$ cat config.mk
export PLATFORM = sky130hd
export DESIGN_NAME = calc_io_top
export DESIGN_NICKNAME = d
export VERILOG_FILES = /design/src/rtl/calc_io_pkg.sv /design/src/rtl/keypad_scanner.sv /design/src/rtl/lcd_write_engine.sv /design/src/rtl/mmio_ctrl.sv /design/src/rtl/calc_io_top.sv
export SDC_FILE = /design/constraint.sdc
export NUM_CORES = 1
export LEC_CHECK = 0
export BUFFER_PORTS_ARGS = -buffer_cell sky130_fd_sc_hd__clkbuf_2
export CAP_MARGIN = 0
export CORE_MARGIN = 3
export CORE_UTILIZATION = 54
export CTS_CLUSTER_DIAMETER = 120
export DETAILED_ROUTE_END_ITERATION = 8
export PLACE_DENSITY = 0.84
export SLEW_MARGIN = 20
export SYNTH_ARGS = -nofsm -noshare
export SYNTH_HDL_FRONTEND = slang
export SYNTH_SLANG_ARGS = --single-unit
$ cat constraint.sdc
create_clock -name clk -period 5.4 [get_ports clk]
set_clock_uncertainty 0.05 [all_clocks]
set_input_delay 0.54 -clock clk [delete_from_list [all_inputs] [get_ports clk]]
set_output_delay 0.54 -clock clk [all_outputs]
set_load 0.05 [all_outputs]
$ cat src/rtl/calc_io_pkg.sv
`default_nettype none

package calc_io_pkg;

    // Key number, column * 4 + row
    typedef logic [3:0] key_code_t;

    // Register byte offsets
    localparam logic [3:0] reg_key  = 4'h0;
    localparam logic [3:0] reg_disp = 4'h4;
    localparam logic [3:0] reg_stat = 4'h8;

    // AXI response codes
    localparam logic [1:0] resp_okay   = 2'b00;
    localparam logic [1:0] resp_slverr = 2'b10;

    // Controller command view of a display word
    typedef struct packed {
        logic        kind;
        logic [22:0] pad;
        logic [7:0]  opcode;
    } disp_cmd_t;

    // Pixel view, rgb565 sent high byte first
    typedef struct packed {
        logic        kind;
        logic [14:0] pad;
        logic [15:0] rgb565;
    } disp_pix_t;

    // Bit 31 is shared: 0 command, 1 pixel
    typedef union packed {
        disp_cmd_t cmd;
        disp_pix_t pix;
    } disp_word_u;

endpackage

`default_nettype wire

$ cat src/rtl/keypad_scanner.sv
`timescale 1ns/1ps
`default_nettype none

module keypad_scanner import calc_io_pkg::*; #(
    parameter int scan_div = 8
) (
    input  logic       clk,
    input  logic       rst,
    input  logic [3:0] row,
    output logic [3:0] column,
    output logic       key_valid,
    output key_code_t  key_code
);

    localparam int cnt_w = (scan_div > 1) ? $clog2(scan_div) : 1;
    localparam logic [cnt_w-1:0] cnt_last = cnt_w'(scan_div - 1);

    logic [cnt_w-1:0] div_cnt;
    logic             sample;
    logic             hit;
    logic [1:0]       row_idx;
    logic [1:0]       col_idx;
    logic             pressed_this;
    logic             pressed_last;

    // Rows are only looked at on the last cycle of a column
    assign sample = (div_cnt == cnt_last);
    assign hit    = |row;

    // Lowest active row wins
    always_comb begin
        row_idx = 2'd0;
        for (int i = 3; i >= 0; i--) begin
            if (row[i]) begin
                row_idx = 2'(i);
            end
        end
    end

    always_comb begin
        col_idx = 2'd0;
        for (int i = 0; i < 4; i++) begin
            if (column[i]) begin
                col_idx = 2'(i);
            end
        end
    end

    // Column strobe
    always_ff @(posedge clk or posedge rst) begin
        if (rst) begin
            div_cnt <= '0;
            column  <= 4'b0001;
        end else if (sample) begin
            div_cnt <= '0;
            column  <= {column[2:0], column[3]};
        end else begin
            div_cnt <= div_cnt + 1'b1;
        end
    end

    // New press only after a scan with nothing held
    always_ff @(posedge clk or posedge rst) begin
        if (rst) begin
            pressed_this <= 1'b0;
            pressed_last <= 1'b0;
            key_valid    <= 1'b0;
        end else begin
            key_valid <= sample && hit && !pressed_last;
            if (sample && column[3]) begin
                pressed_last <= pressed_this || hit;
                pressed_this <= 1'b0;
            end else if (sample && hit) begin
                pressed_this <= 1'b1;
            end
        end
    end

    always_ff @(posedge clk) begin
        if (sample && hit) begin
            key_code <= {col_idx, row_idx};
        end
    end

    a_column_onehot: assert property (@(posedge clk) disable iff (rst) $onehot(column));

endmodule

`default_nettype wire

$ cat src/rtl/lcd_write_engine.sv
`timescale 1ns/1ps
`default_nettype none

module lcd_write_engine import calc_io_pkg::*; #(
    parameter int wr_half = 2
) (
    input  logic       clk,
    input  logic       rst,
    input  logic       disp_valid,
    input  disp_word_u disp_word,
    output logic       disp_ready,
    output logic       lcd_csx,
    output logic       lcd_dcx,
    output logic       lcd_wrx,
    output logic [7:0] lcd_data
);

    localparam int ph_w = (wr_half > 1) ? $clog2(wr_half) : 1;
    localparam logic [ph_w-1:0] ph_last = ph_w'(wr_half - 1);

    localparam logic [1:0] st_idle   = 2'd0;
    localparam logic [1:0] st_low    = 2'd1;
    localparam logic [1:0] st_high   = 2'd2;
    localparam logic [1:0] st_finish = 2'd3;

    logic [1:0]      state;
    logic [ph_w-1:0] phase;
    logic            byte_idx;
    disp_word_u      word_q;
    logic            accept;
    logic            last_byte;

    assign disp_ready = (state == st_idle);
    assign accept     = disp_valid && disp_ready;
    // Commands carry one byte, pixels two
    assign last_byte  = !word_q.pix.kind || byte_idx;

    always_ff @(posedge clk) begin
        if (accept) begin
            word_q <= disp_word;
        end
    end

    always_ff @(posedge clk or posedge rst) begin
        if (rst) begin
            state    <= st_idle;
            phase    <= '0;
            byte_idx <= 1'b0;
            lcd_csx  <= 1'b1;
            lcd_wrx  <= 1'b1;
            lcd_dcx  <= 1'b0;
            lcd_data <= 8'h00;
        end else begin
            case (state)
                st_idle: begin
                    if (accept) begin
                        state    <= st_low;
                        phase    <= '0;
                        byte_idx <= 1'b0;
                        lcd_csx  <= 1'b0;
                        lcd_wrx  <= 1'b0;
                        lcd_dcx  <= disp_word.cmd.kind;
                        lcd_data <= disp_word.cmd.kind ? disp_word.pix.rgb565[15:8]
                                                       : disp_word.cmd.opcode;
                    end
                end
                st_low: begin
                    if (phase == ph_last) begin
                        phase   <= '0;
                        lcd_wrx <= 1'b1;
                        state   <= st_high;
                    end else begin
                        phase <= phase + 1'b1;
                    end
                end
                st_high: begin
                    if (phase != ph_last) begin
                        phase <= phase + 1'b1;
                    end else if (last_byte) begin
                        phase <= '0;
                        state <= st_finish;
                    end else begin
                        // Low byte of the pixel
                        phase    <= '0;
                        byte_idx <= 1'b1;
                        lcd_wrx  <= 1'b0;
                        lcd_data <= word_q.pix.rgb565[7:0];
                        state    <= st_low;
                    end
                end
                default: begin
                    lcd_csx <= 1'b1;
                    state   <= st_idle;
                end
            endcase
        end
    end

    a_wrx_in_cs: assert property (@(posedge clk) disable iff (rst) !lcd_wrx |-> !lcd_csx);

    a_data_stable: assert property (@(posedge clk) disable iff (rst)
        (!lcd_wrx && !$past(lcd_wrx)) |-> $stable(lcd_data));

endmodule

`default_nettype wire

$ cat src/rtl/mmio_ctrl.sv
`timescale 1ns/1ps
`default_nettype none

module mmio_ctrl import calc_io_pkg::*; (
    input  logic        clk,
    input  logic        rst,

    // AXI4-Lite slave
    input  logic [3:0]  awaddr,
    input  logic        awvalid,
    output logic        awready,
    input  logic [31:0] wdata,
    input  logic        wvalid,
    output logic        wready,
    output logic [1:0]  bresp,
    output logic        bvalid,
    input  logic        bready,
    input  logic [3:0]  araddr,
    input  logic        arvalid,
    output logic        arready,
    output logic [31:0] rdata,
    output logic [1:0]  rresp,
    output logic        rvalid,
    input  logic        rready,

    // Keypad scanner
    input  logic        key_valid,
    input  key_code_t   key_code,

    // Display engine
    input  logic        disp_ready,
    output logic        disp_valid,
    output disp_word_u  disp_word
);

    logic        wr_is_disp;
    logic        wr_mapped;
    logic        rd_mapped;
    logic        wr_go;
    logic        wr_hs;
    logic        ar_hs;
    logic        rd_key;
    logic        rd_stat;
    logic        key_pend;
    logic        key_ovr;
    key_code_t   key_q;
    logic [31:0] rd_data;

    assign wr_is_disp = (awaddr == reg_disp);
    assign wr_mapped  = (awaddr == reg_key) || wr_is_disp || (awaddr == reg_stat);
    assign rd_mapped  = (araddr == reg_key) || (araddr == reg_disp) || (araddr == reg_stat);

    // Display writes wait here until the engine is free
    assign wr_go = awvalid && wvalid && !awready && !bvalid && !disp_valid &&
                   (!wr_is_disp || disp_ready);
    assign wr_hs = awvalid && awready && wvalid && wready;

    assign ar_hs   = arvalid && arready;
    assign rd_key  = ar_hs && (araddr == reg_key);
    assign rd_stat = ar_hs && (araddr == reg_stat);

    always_comb begin
        case (araddr)
            reg_key:  rd_data = {key_pend, 27'd0, key_q};
            reg_stat: rd_data = {30'd0, key_ovr, !disp_ready};
            default:  rd_data = 32'd0;
        endcase
    end

    // Write channel
    always_ff @(posedge clk or posedge rst) begin
        if (rst) begin
            awready    <= 1'b0;
            wready     <= 1'b0;
            bvalid     <= 1'b0;
            disp_valid <= 1'b0;
        end else begin
            awready <= wr_go;
            wready  <= wr_go;
            if (wr_hs) begin
                bvalid <= 1'b1;
            end else if (bready) begin
                bvalid <= 1'b0;
            end
            if (wr_hs && wr_is_disp) begin
                disp_valid <= 1'b1;
            end else if (disp_ready) begin
                disp_valid <= 1'b0;
            end
        end
    end

    always_ff @(posedge clk) begin
        if (wr_hs) begin
            bresp <= wr_mapped ? resp_okay : resp_slverr;
        end
        if (wr_hs && wr_is_disp) begin
            disp_word <= wdata;
        end
    end

    // Read channel
    always_ff @(posedge clk or posedge rst) begin
        if (rst) begin
            arready <= 1'b0;
            rvalid  <= 1'b0;
        end else begin
            arready <= arvalid && !arready && !rvalid;
            if (ar_hs) begin
                rvalid <= 1'b1;
            end else if (rready) begin
                rvalid <= 1'b0;
            end
        end
    end

    always_ff @(posedge clk) begin
        if (ar_hs) begin
            rdata <= rd_data;
            rresp <= rd_mapped ? resp_okay : resp_slverr;
        end
    end

    // Pending key and overrun, both clear on read
    always_ff @(posedge clk or posedge rst) begin
        if (rst) begin
            key_pend <= 1'b0;
            key_ovr  <= 1'b0;
        end else begin
            if (key_valid) begin
                key_pend <= 1'b1;
            end else if (rd_key) begin
                key_pend <= 1'b0;
            end
            // Old key not yet read back gets replaced
            if (key_valid && key_pend && !rd_key) begin
                key_ovr <= 1'b1;
            end else if (rd_stat) begin
                key_ovr <= 1'b0;
            end
        end
    end

    always_ff @(posedge clk) begin
        if (key_valid) begin
            key_q <= key_code;
        end
    end

    a_bvalid_hold: assert property (@(posedge clk) disable iff (rst)
        (bvalid && !bready) |=> bvalid);

    a_rvalid_hold: assert property (@(posedge clk) disable iff (rst)
        (rvalid && !rready) |=> rvalid);

endmodule

`default_nettype wire

$ cat src/rtl/calc_io_top.sv
`timescale 1ns/1ps
`default_nettype none

module calc_io_top import calc_io_pkg::*; #(
    parameter int scan_div = 8,
    parameter int wr_half  = 2
) (
    input  logic        clk,
    input  logic        rst,

    // AXI4-Lite slave
    input  logic [3:0]  awaddr,
    input  logic        awvalid,
    output logic        awready,
    input  logic [31:0] wdata,
    input  logic        wvalid,
    output logic        wready,
    output logic [1:0]  bresp,
    output logic        bvalid,
    input  logic        bready,
    input  logic [3:0]  araddr,
    input  logic        arvalid,
    output logic        arready,
    output logic [31:0] rdata,
    output logic [1:0]  rresp,
    output logic        rvalid,
    input  logic        rready,

    // Keypad matrix
    output logic [3:0]  column,
    input  logic [3:0]  row,

    // 8080 LCD bus
    output logic        lcd_csx,
    output logic        lcd_dcx,
    output logic        lcd_wrx,
    output logic [7:0]  lcd_data
);

    logic       key_valid;
    key_code_t  key_code;
    logic       disp_valid;
    logic       disp_ready;
    disp_word_u disp_word;

    mmio_ctrl i_ctrl (
        .clk        (clk),
        .rst        (rst),
        .awaddr     (awaddr),
        .awvalid    (awvalid),
        .awready    (awready),
        .wdata      (wdata),
        .wvalid     (wvalid),
        .wready     (wready),
        .bresp      (bresp),
        .bvalid     (bvalid),
        .bready     (bready),
        .araddr     (araddr),
        .arvalid    (arvalid),
        .arready    (arready),
        .rdata      (rdata),
        .rresp      (rresp),
        .rvalid     (rvalid),
        .rready     (rready),
        .key_valid  (key_valid),
        .key_code   (key_code),
        .disp_ready (disp_ready),
        .disp_valid (disp_valid),
        .disp_word  (disp_word)
    );

    keypad_scanner #(
        .scan_div (scan_div)
    ) i_scanner (
        .clk       (clk),
        .rst       (rst),
        .row       (row),
        .column    (column),
        .key_valid (key_valid),
        .key_code  (key_code)
    );

    lcd_write_engine #(
        .wr_half (wr_half)
    ) i_lcd (
        .clk        (clk),
        .rst        (rst),
        .disp_valid (disp_valid),
        .disp_word  (disp_word),
        .disp_ready (disp_ready),
        .lcd_csx    (lcd_csx),
        .lcd_dcx    (lcd_dcx),
        .lcd_wrx    (lcd_wrx),
        .lcd_data   (lcd_data)
    );

endmodule

`default_nettype wire

Yosys cells after proc, flatten, opt, wreduce, memory -nomap -nowiden
Index checks and enable logic that the tools add are counted.
{"block": "word_totals", "regBits": 140, "input_bits": 51, "out_inout_bits": 56, "word_cells": 144}
{"block": "op_classes", "add_sub_neg": 2, "eq_ne": 11, "muxes": 42, "n_bitwise": 1, "n_reduce_logical": 59}
{"op": "case mux 32 bit (2 select lines)", "count": 1}
{"op": "two-way mux 8 bit", "count": 4}
{"op": "two-way mux 1 bit", "count": 22}
{"op": "logical AND 1 bit", "count": 20}
{"op": "two-way mux 2 bit", "count": 8}
{"op": "case mux 8 bit (2 select lines)", "count": 1}
{"op": "nonzero test 2 bit", "count": 8}
{"op": "zero test 1 bit", "count": 10}
{"op": "== test 4 x 3 -> 1 bit (second input constant)", "count": 2}
{"op": "== test 4 bit (second input constant)", "count": 2}
{"op": "zero test 4 bit", "count": 2}
{"op": "logical OR 1 bit", "count": 7}
{"op": "!= test 2 x 1 -> 1 bit (second input constant)", "count": 3}
{"op": "case mux 1 bit (2 select lines)", "count": 3}
{"op": "case mux 2 bit (3 select lines)", "count": 1}
{"op": "AND reduction 2 bit", "count": 3}
{"op": "OR reduction 2 bit", "count": 3}
{"op": "AND reduction 5 bit", "count": 1}
{"op": "AND reduction 4 bit", "count": 1}
{"op": "OR reduction 4 bit", "count": 1}
{"op": "adder 3 x 1 -> 3 bit (second input constant)", "count": 1}
{"op": "== test 3 bit (second input constant)", "count": 1}
{"op": "two-way mux 3 bit", "count": 1}
{"op": "case mux 1 bit (3 select lines)", "count": 1}
{"op": "other kinds (8)", "count": 8}

Logic depth before layout (Yosys ltp)
Gate-level depths: netlist of run 1.
{"block": "depth", "word_depth": 5, "ltp_mapped": 6, "depth_no_buf": 5}

By module
Synthesis of run 1 repeated with hierarchy kept, for this count alone.
{"block": "hier_totals", "hier_cells": 255, "hier_area_um2": 3674.8}
{"mod": "mmio_ctrl", "instances": 1, "cells_each": 117, "area_each_um2": 1904.3, "seq_area_each_um2": 1466.4}
{"mod": "lcd_write_engine", "instances": 1, "cells_each": 99, "area_each_um2": 1227.4, "seq_area_each_um2": 648.1}
{"mod": "keypad_scanner", "instances": 1, "cells_each": 39, "area_each_um2": 543.0, "seq_area_each_um2": 371.6}

Worst setup path before layout of run 1
No wires, ideal clock.
{"block": "synth_path", "kind": "in2reg", "startpoint": "input awaddr[1]", "endpoint": "register i_ctrl.disp_word[0] (netlist bit) (enable)", "setup_time_ps": 390, "t_arrival_ps": 2000, "slack_ps": 2960, "stages": 2, "path_cell_list": "or4b_2 nor2_1"}
{"block": "synth_between", "elab_chain_cells": 2}
{"element": "start, declared", "line": "calc_io_top.sv:12", "source": "input logic [3:0] awaddr,"}
{"element": "== test 4 x 3 -> 1 bit", "line": "mmio_ctrl.sv:49", "source": "assign wr_is_disp = (awaddr == reg_disp);"}
{"element": "logical AND 1 bit", "line": "mmio_ctrl.sv:97", "source": "if (wr_hs && wr_is_disp) begin"}
{"element": "end signal, assigned", "line": "mmio_ctrl.sv:98", "source": "disp_word <= wdata;"}
{"element": "end, declared", "line": "mmio_ctrl.sv:33", "source": "output disp_word_u disp_word"}
No other way between the ends.
A chain may end at the register's enable or synchronous reset.

Worst setup path after layout of run 1
{"block": "layout_path", "startpoint": "register i_lcd.state[0]", "endpoint": "register i_lcd.lcd_data[5]"}
{"block": "layout_between", "elab_chain_cells": 4}
{"element": "start, declared", "line": "lcd_write_engine.sv:26", "source": "logic [1:0] state;"}
{"element": "start signal, assigned", "line": "lcd_write_engine.sv:46", "source": "state <= st_idle;"}
{"element": "start signal, assigned", "line": "lcd_write_engine.sv:57", "source": "state <= st_low;"}
{"element": "start signal, assigned", "line": "lcd_write_engine.sv:71", "source": "state <= st_high;"}
{"element": "zero test 2 bit", "line": "lcd_write_engine.sv:33, lcd_write_engine.sv:54"}
{"element": "logical AND 1 bit", "line": "lcd_write_engine.sv:34", "source": "assign accept = disp_valid && disp_ready;"}
{"element": "!= test 2 x 1 -> 1 bit (no source line)"}
{"element": "AND reduction 4 bit (no source line)"}
{"element": "end signal, assigned", "line": "lcd_write_engine.sv:63", "source": "lcd_data <= disp_word.cmd.kind ? disp_word.pix.rgb565[15:8]"}
{"element": "end signal, assigned", "line": "lcd_write_engine.sv:87", "source": "lcd_data <= word_q.pix.rgb565[7:0];"}
{"element": "end, declared", "line": "lcd_write_engine.sv:15", "source": "output logic [7:0] lcd_data"}
Parallel ways exist; a longest one is shown, timed or not.

==> reports/qor.yml, run 1 <==
synthesis:
  synth_cells: 234
  synth_top_area_share: 0.387
  synthArstFlopShare: 0.438
  yosysMostFrequentCell: "edfxtp_1"
  post-synth-top-area-cell: "edfxtp_1"
  synthTopCellsByArea: "edfxtp_1 39%, dfrtp_1 23%, buf_4 7.1%"
  ys_types: 41
  ys.warnings.count: 0
  ys_seq_area_frac: 0.641
  synth_ff_type: "edfxtp_1"
  synth_seq_cells: 73
  synth_edf_count: 41
  avgSynthCellArea_um2: 13.6
  syn_area_um2: 3180
  synthTopCellsByCount: "41 x edfxtp_1, 30 x buf_4, 29 x dfrtp_1, 17 x nand2_1, 17 x o21ai_0"
timing:
  fmax_mhz: 382
  min_period_ps: 2620
  setup_viol: 0
  hold_viol: 0
  setup_tns_ps: 0
  hold_ws_ps: 216
  relSlewSlack: 0.443
  post-route-period-util: 0.485
  tightest_slew_ps: 836
  rsz0062_at_grt: "false"
  report.final.slew_viol_count: 0
power:
  p_total_mw: 1.66
  vdd_ir_drop_max_uv: 306
  switching_share: 0.358
  p_comb_frac: 0.308
  sequentialPowerShare: 0.417
  leakage_nw: 1.61
  intPower_mw: 1.07
  clkPwrFrac: 0.275
  p_sw_mw: 0.596
  p_per_area_nw_per_um2: 454
global_route:
  overflow: 0
  met2_usage: 0.285
  grt_pass1_wl_um: 8520
  grt-busiest-layer: "met2"
  met1_usage: 0.205
  grt_pass1_vias: 1894
  globalRouteTotalUtil: 0.172
  grt_max_degree: 33
  grt_antenna_before_repair: 0
  met3_usage: 0.0542
cts:
  htree_levels: 3
  cts_resized: 0
  cts_max_path_buffers: 2
  clk_pin_slew_ps: 70
  cts_tree: "yes"
  cts_buffers: 9
  post-cts-setup-buffer-count: 0
  clkLatencyLatePin_ps: 330
  cts.sinks: 73
  postCtsHoldBufs: 0
  clockRootBuffer: "clkbuf_8"
die:
  dieArea_um2: 6840
  fp.coreArea_um2: 5610
  io_pins: 107
  rows: 27
  initial_core_util: 0.567
  die_y_um: 82.7
  die_w_um: 82.7
finish:
  fin_cells: 379
  diodes: 0
  fin_area_um2: 3660
  syn_to_final_growth_pct: 15.2
  final_layout_size_suffix_gt1_frac: 0.339
  nets: 361
run:
  maxCapViolations: 0
worst_setup_path:
  path_max_fanout: 21
  arrival_ps: 2790
  r2r_start: "i_lcd.state[0]"
  required_ps: 5570
  startpoint: "i_lcd.state[0]"
  end_kind: "flop"
  crit_path_start_kind: "flop"
  worstSetupPathType: "flop to flop"
drt:
  drt-total-wl_um: 5440
  drt_first_iter_violations: 136
  drc: 0
  wl_per_cell_um: 14.4
  vias: 1907
  dr.pass1.iters: 4
  ant_nets: 0
  via_per_inst: 5.03
placed_design:
  placed_area_um2: 3440
  hpwl_um: 3860
  dp.cells: 363
  portBuffers: 62
  gp_congestion: 0.787
hold_path:
  holdCritPathClass: "input port to async pin"
status:
  status: "completed"
metal layers:
layer	part of all wire	wire length (um)
met1	0.39	2130
met2	0.54	2930
met3	0.055	298
met4	0.016	87
met5	0	0
cell usage in the layout, fill, tap and decap left out, types with 3 or more instances in the layout:
cell / synthesis / layout
mux2_2: 12 / 12
conb_1: 1 / 29
nor2b_1: 3 / 3
mux2i_1: 9 / 9
clkbuf_2: 0 / 62
dfrtp_1: 29 / 29
clkbuf_8: 0 / 9
ha_1: 8 / 8
nand2_1: 17 / 17
o21ai_0: 17 / 17
edfxtp_1: 41 / 41
inv_1: 13 / 13
and2_1: 4 / 4
nor2_1: 7 / 7
dfstp_2: 3 / 3
through the flow:
stage	util	setup slack, ps
detailed placement	0.614	2870
floorplan	-	2960
global route	0.653	2610
CTS	0.653	2780
finish	0.653	2780
global placement	0.614	2940
worst max-delay path, cell delays in order, from the launching register on:
cell and delay, ps:
dfrtp_1 440, inv_1 170, ha_1 730, mux2i_2 220, a211oi_4 490, mux2_2 400
power by group through the flow:
| stage | logic, mW | clock network (mW) | registers, mW |
|---|---|---|---|
| CTS | 0.514 | 0.467 | 0.695 |
| finish | 0.513 | 0.457 | 0.694 |
| global placement | 0.487 | 0 | 0.704 |
| detailed placement | 0.507 | 0 | 0.705 |
| global route | 0.550 | 0.492 | 0.700 |
| floorplan | 0.283 | 0 | 0.840 |
final timing paths:
kind | endpoint | slack, ps | cells past startpoint
max | i_lcd.lcd_data[5] | 2780 | 5
min | i_ctrl.bvalid | 220 | 3
max reg2reg | i_lcd.lcd_data[5] | 2780 | 5
min reg2reg | i_ctrl.key_q[2] | 370 | 0
max in group asynchronous | i_lcd.lcd_wrx | 4750 | 3
min in group clk | i_ctrl.disp_word[11] | 320 | 1
final cells by class:
type                            instances  area (um^2)
Inverter                               13         48.8
Sequential cell                        73         2040
Clock inverter                          7         93.8
Tap cell                               72         90.1
Multi-Input combinational cell        141          945
Clock buffer                            9          124
Fill cell                             419         1950
Timing Repair Buffer                   64          325
sequential cells by signal, summed over array words and instances, names as in the netlist, 2 cells and up:
name and count:
i_ctrl.disp_word 17, i_lcd.word_q 9, i_scanner.div_cnt 3, i_lcd.lcd_data 8, i_ctrl.key_q 4, i_scanner.column 4, i_ctrl.rdata 5, i_lcd.state 2
i_scanner.key_code 4
cells by family after synthesis:
family / Yosys count / share of synthesized area
DFF: 73 / 0.641
buffers and inverters: 48 / 0.0953
and+or+nand+nor: 47 / 0.0783
AOI/OAI and AO/OA: 35 / 0.0780
muxes: 22 / 0.0752
adders and majority gates: 8 / 0.0315
other: 1 / 0.00118
No activity file was read; power rests on OpenSTA's default activity.
==> run 2, diff against run 1 <==
ABC_AREA = 1   (was unset)
CORE_UTILIZATION = 45   (was 54)
PLACE_DENSITY = 0.74   (was 0.84)
clock period = 2.2 ns   (was 5.4 ns; I/O delays follow)
==> run 2 against run 1 <==
  * Cell count increased by 33%
  * Total power grew 130%
  * Die area grew 20%
  * Cell area increased by 6.3%
  * Clock-buffer cell count is 2 higher
  * Global-route usage fell by 2.0 points
  * Wire length rose by 9.0%
  * Clock power increased by 98%
  * Non-clock buffer count is 18 higher
  * Sequential cell count did not move
  * Combinational power up 140%
  * Largest power group unchanged
==> reports/qor.yml, run 2 <==
cts:
  cts_tree: "yes"
  clk_pin_slew_ps: 70  # about the same
  cts_buffers: 9  # unchanged
  clockRootBuffer: "clkbuf_8"
  clkLatencyLatePin_ps: 340  # about the same
  htree_levels: 3  # unchanged
  cts_max_path_buffers: 2  # unchanged
  cts.sinks: 73  # unchanged
worst_setup_path:
  end_kind: "flop"
  r2r_end: "i_lcd.word_q[7]"
  reg2reg_slack_ps: 440  # -2340 ps
  startpoint: "i_lcd.state[0]"
  reg2reg_depth: 4  # -1
  arrival_ps: 1700  # -1090 ps
  path_max_fanout: 10  # -52%
  r2r_start: "i_lcd.state[0]"
  crit_path_start_kind: "flop"
  worstSetupPathType: "flop to flop"
  required_ps: 2140  # -3430 ps
synthesis:
  synth_ff_type: "edfxtp_1"
  synthTopCellsByCount: "88 x nand2_1, 43 x inv_1, 41 x edfxtp_1, 31 x buf_4, 29 x dfrtp_1"
  synthArstFlopShare: 0.438  # unchanged
  synth-xor-area-share: 0  # unchanged
  avgSynthCellArea_um2: 10.2  # -25%
  synthAdderAreaFrac: 0.0310  # -0.000524
  synth_seq_cells: 73  # unchanged
  synthTopCellsByArea: "edfxtp_1 38%, dfrtp_1 22%, nand2_1 10%"
  synth_cells: 316  # +35%
  yosysMostFrequentCell: "nand2_1"
  synth_edf_count: 41  # unchanged
  post-synth-top-area-cell: "edfxtp_1"
  synth_top_area_share: 0.381  # -0.00645
  ys_types: 22  # -46%
  synthMuxAreaShare: 0  # -0.0752
  ys_seq_area_frac: 0.630  # -0.0107
  syn_area_um2: 3230  # +1.7%
  yosys.area_share.simple: 0.181  # +0.102
  ys.warnings.count: 0  # unchanged
  synth-compound-area-share: 0.0321  # -0.0458
  synth_top_family_by_area: "simple AND/OR/NAND/NOR gates"
placed_design:
  dp.cells: 472  # +30%
  hpwl_um: 4140  # +7.1%
  placed_area_um2: 3550  # +3.0%
  gp_congestion: 0.737  # -6.4%
  portBuffers: 62  # unchanged
drt:
  via_per_inst: 4.46  # -11%
  drt-total-wl_um: 5930  # +9.0%
  dr.pass1.iters: 4  # unchanged
  drt_first_iter_violations: 127  # -6.6%
  vias: 2250  # +18%
  drc: 0  # unchanged
  ant_nets: 0  # unchanged
  wl_per_cell_um: 11.7  # -18%
die:
  die_y_um: 90.7  # +9.7%
  rows: 30  # +11%
  initial_core_util: 0.470  # -0.0962
  dieArea_um2: 8230  # +20%
  die_w_um: 90.7  # +9.7%
  io_pins: 107  # unchanged
  fp.coreArea_um2: 6870  # +22%
hold_path:
  holdCritPathClass: "input port to flop"
  hold_end: "i_ctrl.bvalid"
  hold_depth: 2
  min_from: "bready"
status:
  status: "completed"
timing:
  post-route-period-util: 0.799  # +0.314
  relSlewSlack: 0.660  # +0.217
  setup_viol: 0  # unchanged
  fmax_mhz: 569  # +49%
  min_period_ps: 1760  # -862 ps
  report.final.slew_viol_count: 0  # unchanged
  setup_tns_ps: 0  # unchanged
  rsz0062_at_grt: "false"
  hold_ws_ps: 19.2  # -197 ps
  tightest_slew_ps: 510  # -326 ps
  hold_viol: 0  # unchanged
finish:
  syn_to_final_growth_pct: 20.4
  multi_input_comb_area_um2: 897  # -5.0%
  nets: 463  # +28%
  final_common_cell: "nand2_1"
  largest_reg_flops: 17  # unchanged
  fin_util: 0.566  # -0.0866
  fin_area_um2: 3890  # +6.3%
  reg_top3: "i_ctrl.disp_word x17, i_lcd.word_q x9, i_lcd.lcd_data x8"
  seqCellArea_um2: 2040  # unchanged
  fillers: 606  # +45%
  diodes: 0  # unchanged
  largest-register: "i_ctrl.disp_word"
  fin_cells: 505  # +33%
  final_layout_size_suffix_gt1_frac: 0.230  # -0.109
  final_cell_mix: "88 x nand2_1, 62 x clkbuf_2, 43 x inv_1"
global_route:
  grt_max_degree: 33  # unchanged
  grt_antenna_before_repair: 0  # unchanged
  grt_pass1_vias: 2180  # +15%
  grt_pass1_wl_um: 9860  # +16%
  globalRouteTotalUtil: 0.152  # -0.0201
  overflow: 0  # unchanged
power:
  p_per_area_nw_per_um2: 989  # +120%
  vdd_ir_drop_max_uv: 807  # +160%
  leakage_nw: 1.93  # +19%
run:
  maxCapViolations: 0  # unchanged
==> run 2: metal layers <==
layer | vias to the layer above | global-route usage | part of all wire
met5 | - | 0 | 0
li1 | 1119 | - | -
met1 | 1050 | 0.168 | 0.40
met2 | 74 | 0.272 | 0.52
met4 | 0 | 0.0587 | 0.012
met3 | 7 | 0.0467 | 0.069
==> run 2: where the power goes <==
part           internal (mW)  total (mW)  switching (mW)
clock network          0.436       0.906           0.470
registers               1.59        1.69           0.100
logic                  0.321        1.25           0.932
total                   2.35        3.85            1.50
==> run 2: metrics by stage <==
stage                     power, mW  setup WS [ps]
after global placement         2.92            466
after detailed placement       2.95            428
after global routing           4.08            302
final                          3.85            443
after floorplan                2.70           47.7
after CTS                      3.89            409
==> run 2: cells by family (layout without fill, tap and decap cells) <==
family	count (synthesis)	count (layout)
AOI/OAI and AO/OA	20	20
other	1	29
buffers and inverters	76	141
and+or+nand+nor	138	138
DFF	73	73
adders and majority gates	8	8
==> run 2: repair_timing <==
item,4_1_cts,5_1_grt
buffers inserted,0,0
resized for setup,0,0
hold endpoints to repair,45,0
hold buffers,17,0
==> run 2: worst max-delay path by stage <==
stage / cells past startpoint / to
6_report: 4 / i_lcd.word_q[7]
5_1_grt: 4 / i_lcd.word_q[7]
4_1_cts: 4 / i_lcd.word_q[7]
3_5_place_dp: 4 / i_lcd.word_q[5]
3_3_place_gp: 4 / i_lcd.word_q[5]
2_1_floorplan: 4 / i_ctrl.disp_word[0]
==> run 2: cell type report <==
| type | instances | area share |
|---|---|---|
| inverters | 43 | 0.0415 |
| well taps | 96 | 0.0309 |
| repair buffers | 82 | 0.129 |
| clock buffers | 11 | 0.0363 |
| multi-input cells | 195 | 0.231 |
| flip-flops and latches | 73 | 0.523 |
| clock inverters | 5 | 0.00836 |
==> run 2: worst max-delay path, cell delays in order (launching register included) <==
cell     delay, ps
dfrtp_1        440
inv_1          160
ha_1           330
nand2_2        110
inv_1          310
==> run 3, diff against run 2 <==
CORE_UTILIZATION = 50   (was 45)
PLACE_DENSITY = 0.78   (was 0.74)
clock period = 1.73 ns   (was 2.2 ns; I/O delays follow)
==> run 3 against run 2 <==
  * Clock power rose by 39%
  * Global-route usage increased by 1.3 points
  * Highest routed layer unchanged
  * Clock-buffer cell count down 2
  * Largest cell class unchanged
  * Cell area grew 1.3%
  * Combinational power rose by 33%
  * Total power is 31% higher
  * Cell count shrank 3.0%
  * Via count is 0.71% lower
  * Critical endpoint is now i_lcd.word_q[2]
  * Hold slack improved by 64 ps
==> reports/qor.yml, run 3 (synthesis gave the netlist of run 2 again) <==
drt:
  wl_met2_um: 3050  # -1.3%
  drc: 0  # unchanged
  drt_first_iter_violations: 109  # -14%
  wl_per_cell_um: 12.1  # +3.0%
  vias: 2234  # -0.71%
  top_layer: "met4"
  ant_nets: 0  # unchanged
  drt-total-wl_um: 5930  # about the same
  via_per_inst: 4.56  # +2.3%
  dr.pass1.iters: 4  # unchanged
  wl_met3_um: 347  # -16%
  m1WireLength_um: 2380  # +1.1%
worst_setup_path:
  reg2reg_depth: 4  # unchanged
  worstSetupPathType: "flop to flop"
  r2r_end: "i_lcd.word_q[2]"
  crit_path_start_kind: "flop"
  path_max_fanout: 10  # unchanged
  end_kind: "flop"
  reg2reg_slack_ps: 140  # -310 ps
  r2r_start: "i_lcd.state[1]"
  required_ps: 1680  # -460 ps
  arrival_ps: 1540  # -160 ps
global_route:
  grt_pass1_vias: 2082  # -4.5%
  globalRouteTotalUtil: 0.165  # +0.0131
  grt_max_degree: 33  # unchanged
  overflow: 0  # unchanged
  grt_antenna_before_repair: 0  # unchanged
  grt_pass1_wl_um: 9210  # -6.6%
cts:
  clockRootBuffer: "clkbuf_8"
  cts_tree: "yes"
  clk_pin_slew_ps: 80  # about the same
  htree_levels: 3  # unchanged
  post-cts-setup-buffer-count: 0  # unchanged
  cts.sinks: 73  # unchanged
  clkLatencyLatePin_ps: 350  # about the same
  cts_max_path_buffers: 2  # unchanged
  cts_buffers: 9  # unchanged
timing:
  relSlewSlack: 0.658  # -0.00237
  fmax_mhz: 628  # +10%
  setup_viol: 0  # unchanged
  hold_viol: 0  # unchanged
  report.final.slew_viol_count: 0  # unchanged
  hold_ws_ps: 82.8  # +63.6 ps
  rsz0062_at_grt: "false"
  post-route-period-util: 0.921  # +0.122
  setup_tns_ps: 0  # unchanged
  min_period_ps: 1590  # -164 ps
  tightest_slew_ps: 513  # +3.56 ps
run:
  maxCapViolations: 0  # unchanged
die:
  io_pins: 107  # unchanged
  die_y_um: 86.4  # -4.8%
  rows: 28  # -6.7%
  fp.coreArea_um2: 6100  # -11%
  dieArea_um2: 7460  # -9.4%
  initial_core_util: 0.530  # +0.0597
  die_w_um: 86.4  # -4.8%
finish:
  final_layout_size_suffix_gt1_frac: 0.236  # +0.00632
  final_cell_mix: "88 x nand2_1, 62 x clkbuf_2, 43 x inv_1"
  diodes: 0  # unchanged
  nets: 469  # +1.3%
  syn_to_final_growth_pct: 22.0
  fin_util: 0.647  # +0.0803
  fillers: 463  # -24%
  reg_top3: "i_ctrl.disp_word x17, i_lcd.word_q x9, i_lcd.lcd_data x8"
  largest-register: "i_ctrl.disp_word"
  largest_reg_flops: 17  # unchanged
  final_common_cell: "nand2_1"
hold_path:
  min_from: "row[0]"
  hold_end: "i_scanner.key_code[0]"
  holdCritPathClass: "input port to flop"
  hold_depth: 2  # unchanged
power:
  p_per_area_nw_per_um2: 1280  # +30%
  leakage_nw: 1.95  # +1.5%
  vdd_ir_drop_max_uv: 696  # -14%
  p_total_mw: 5.05  # +31%
placed_design:
  hpwl_um: 3920  # -5.3%
  gp_congestion: 0.814  # +10%
  portBuffers: 62  # unchanged
status:
  status: "completed"
[run 3: worst max-delay path by stage]
stage | startpoint | to | slack (ps)
3_3_place_gp | i_lcd.state[0] | i_lcd.lcd_data[2] | 160
4_1_cts | i_lcd.state[1] | i_lcd.word_q[5] | 100
6_report | i_lcd.state[1] | i_lcd.word_q[2] | 140
5_1_grt | i_lcd.state[1] | i_lcd.word_q[2] | 40
2_1_floorplan | i_ctrl.awready | i_ctrl.disp_word[0] | 30
3_5_place_dp | i_lcd.state[1] | i_lcd.word_q[2] | 140
[run 3: repair_timing]
action | 4_1_cts | 5_1_grt
gates resized for setup | 0 | 2
endpoints found under the setup margin | 0 | 5
endpoints found under the hold margin | 49 | 0
hold buffers | 21 | 0
[run 3: cell type report]
| type | count | area [um^2] | share of cell area |
|---|---|---|---|
| Sequential cell | 73 | 2040 | 0.517 |
| Multi-Input combinational cell | 195 | 907 | 0.230 |
| Timing Repair Buffer | 88 | 558 | 0.142 |
| Inverter | 43 | 161 | 0.0409 |
| Clock buffer | 9 | 124 | 0.0314 |
| Tap cell | 75 | 93.8 | 0.0238 |
| Clock inverter | 7 | 61.3 | 0.0156 |
[run 3: power by group]
part | internal [mW] | switching, mW
clock network | 0.648 | 0.611
registers | 2.03 | 0.109
logic | 0.447 | 1.21
total | 3.12 | 1.93
[run 3: critical path, stage by stage, from the launching register on]
cell and delay, ps:
dfrtp_2 460, inv_1 100, ha_1 210, nand2_2 90, inv_1 320
[run 3: layer usage]
metal  track usage  vias to the layer above
li1              -                     1130
met5             0                        -
met3        0.0466                       14
met1         0.188                     1023
met2         0.277                       67
met4        0.0977                        0
[run 3: metrics by stage]
stage          area [um^2]  setup WS [ps]  cells
2_1_floorplan         3340           32.1    344
3_3_place_gp          3540            155    453
3_5_place_dp          3540            139    453
4_1_cts               3940           97.1    490
5_1_grt               3940           43.4    490
6_report              3940            137    490
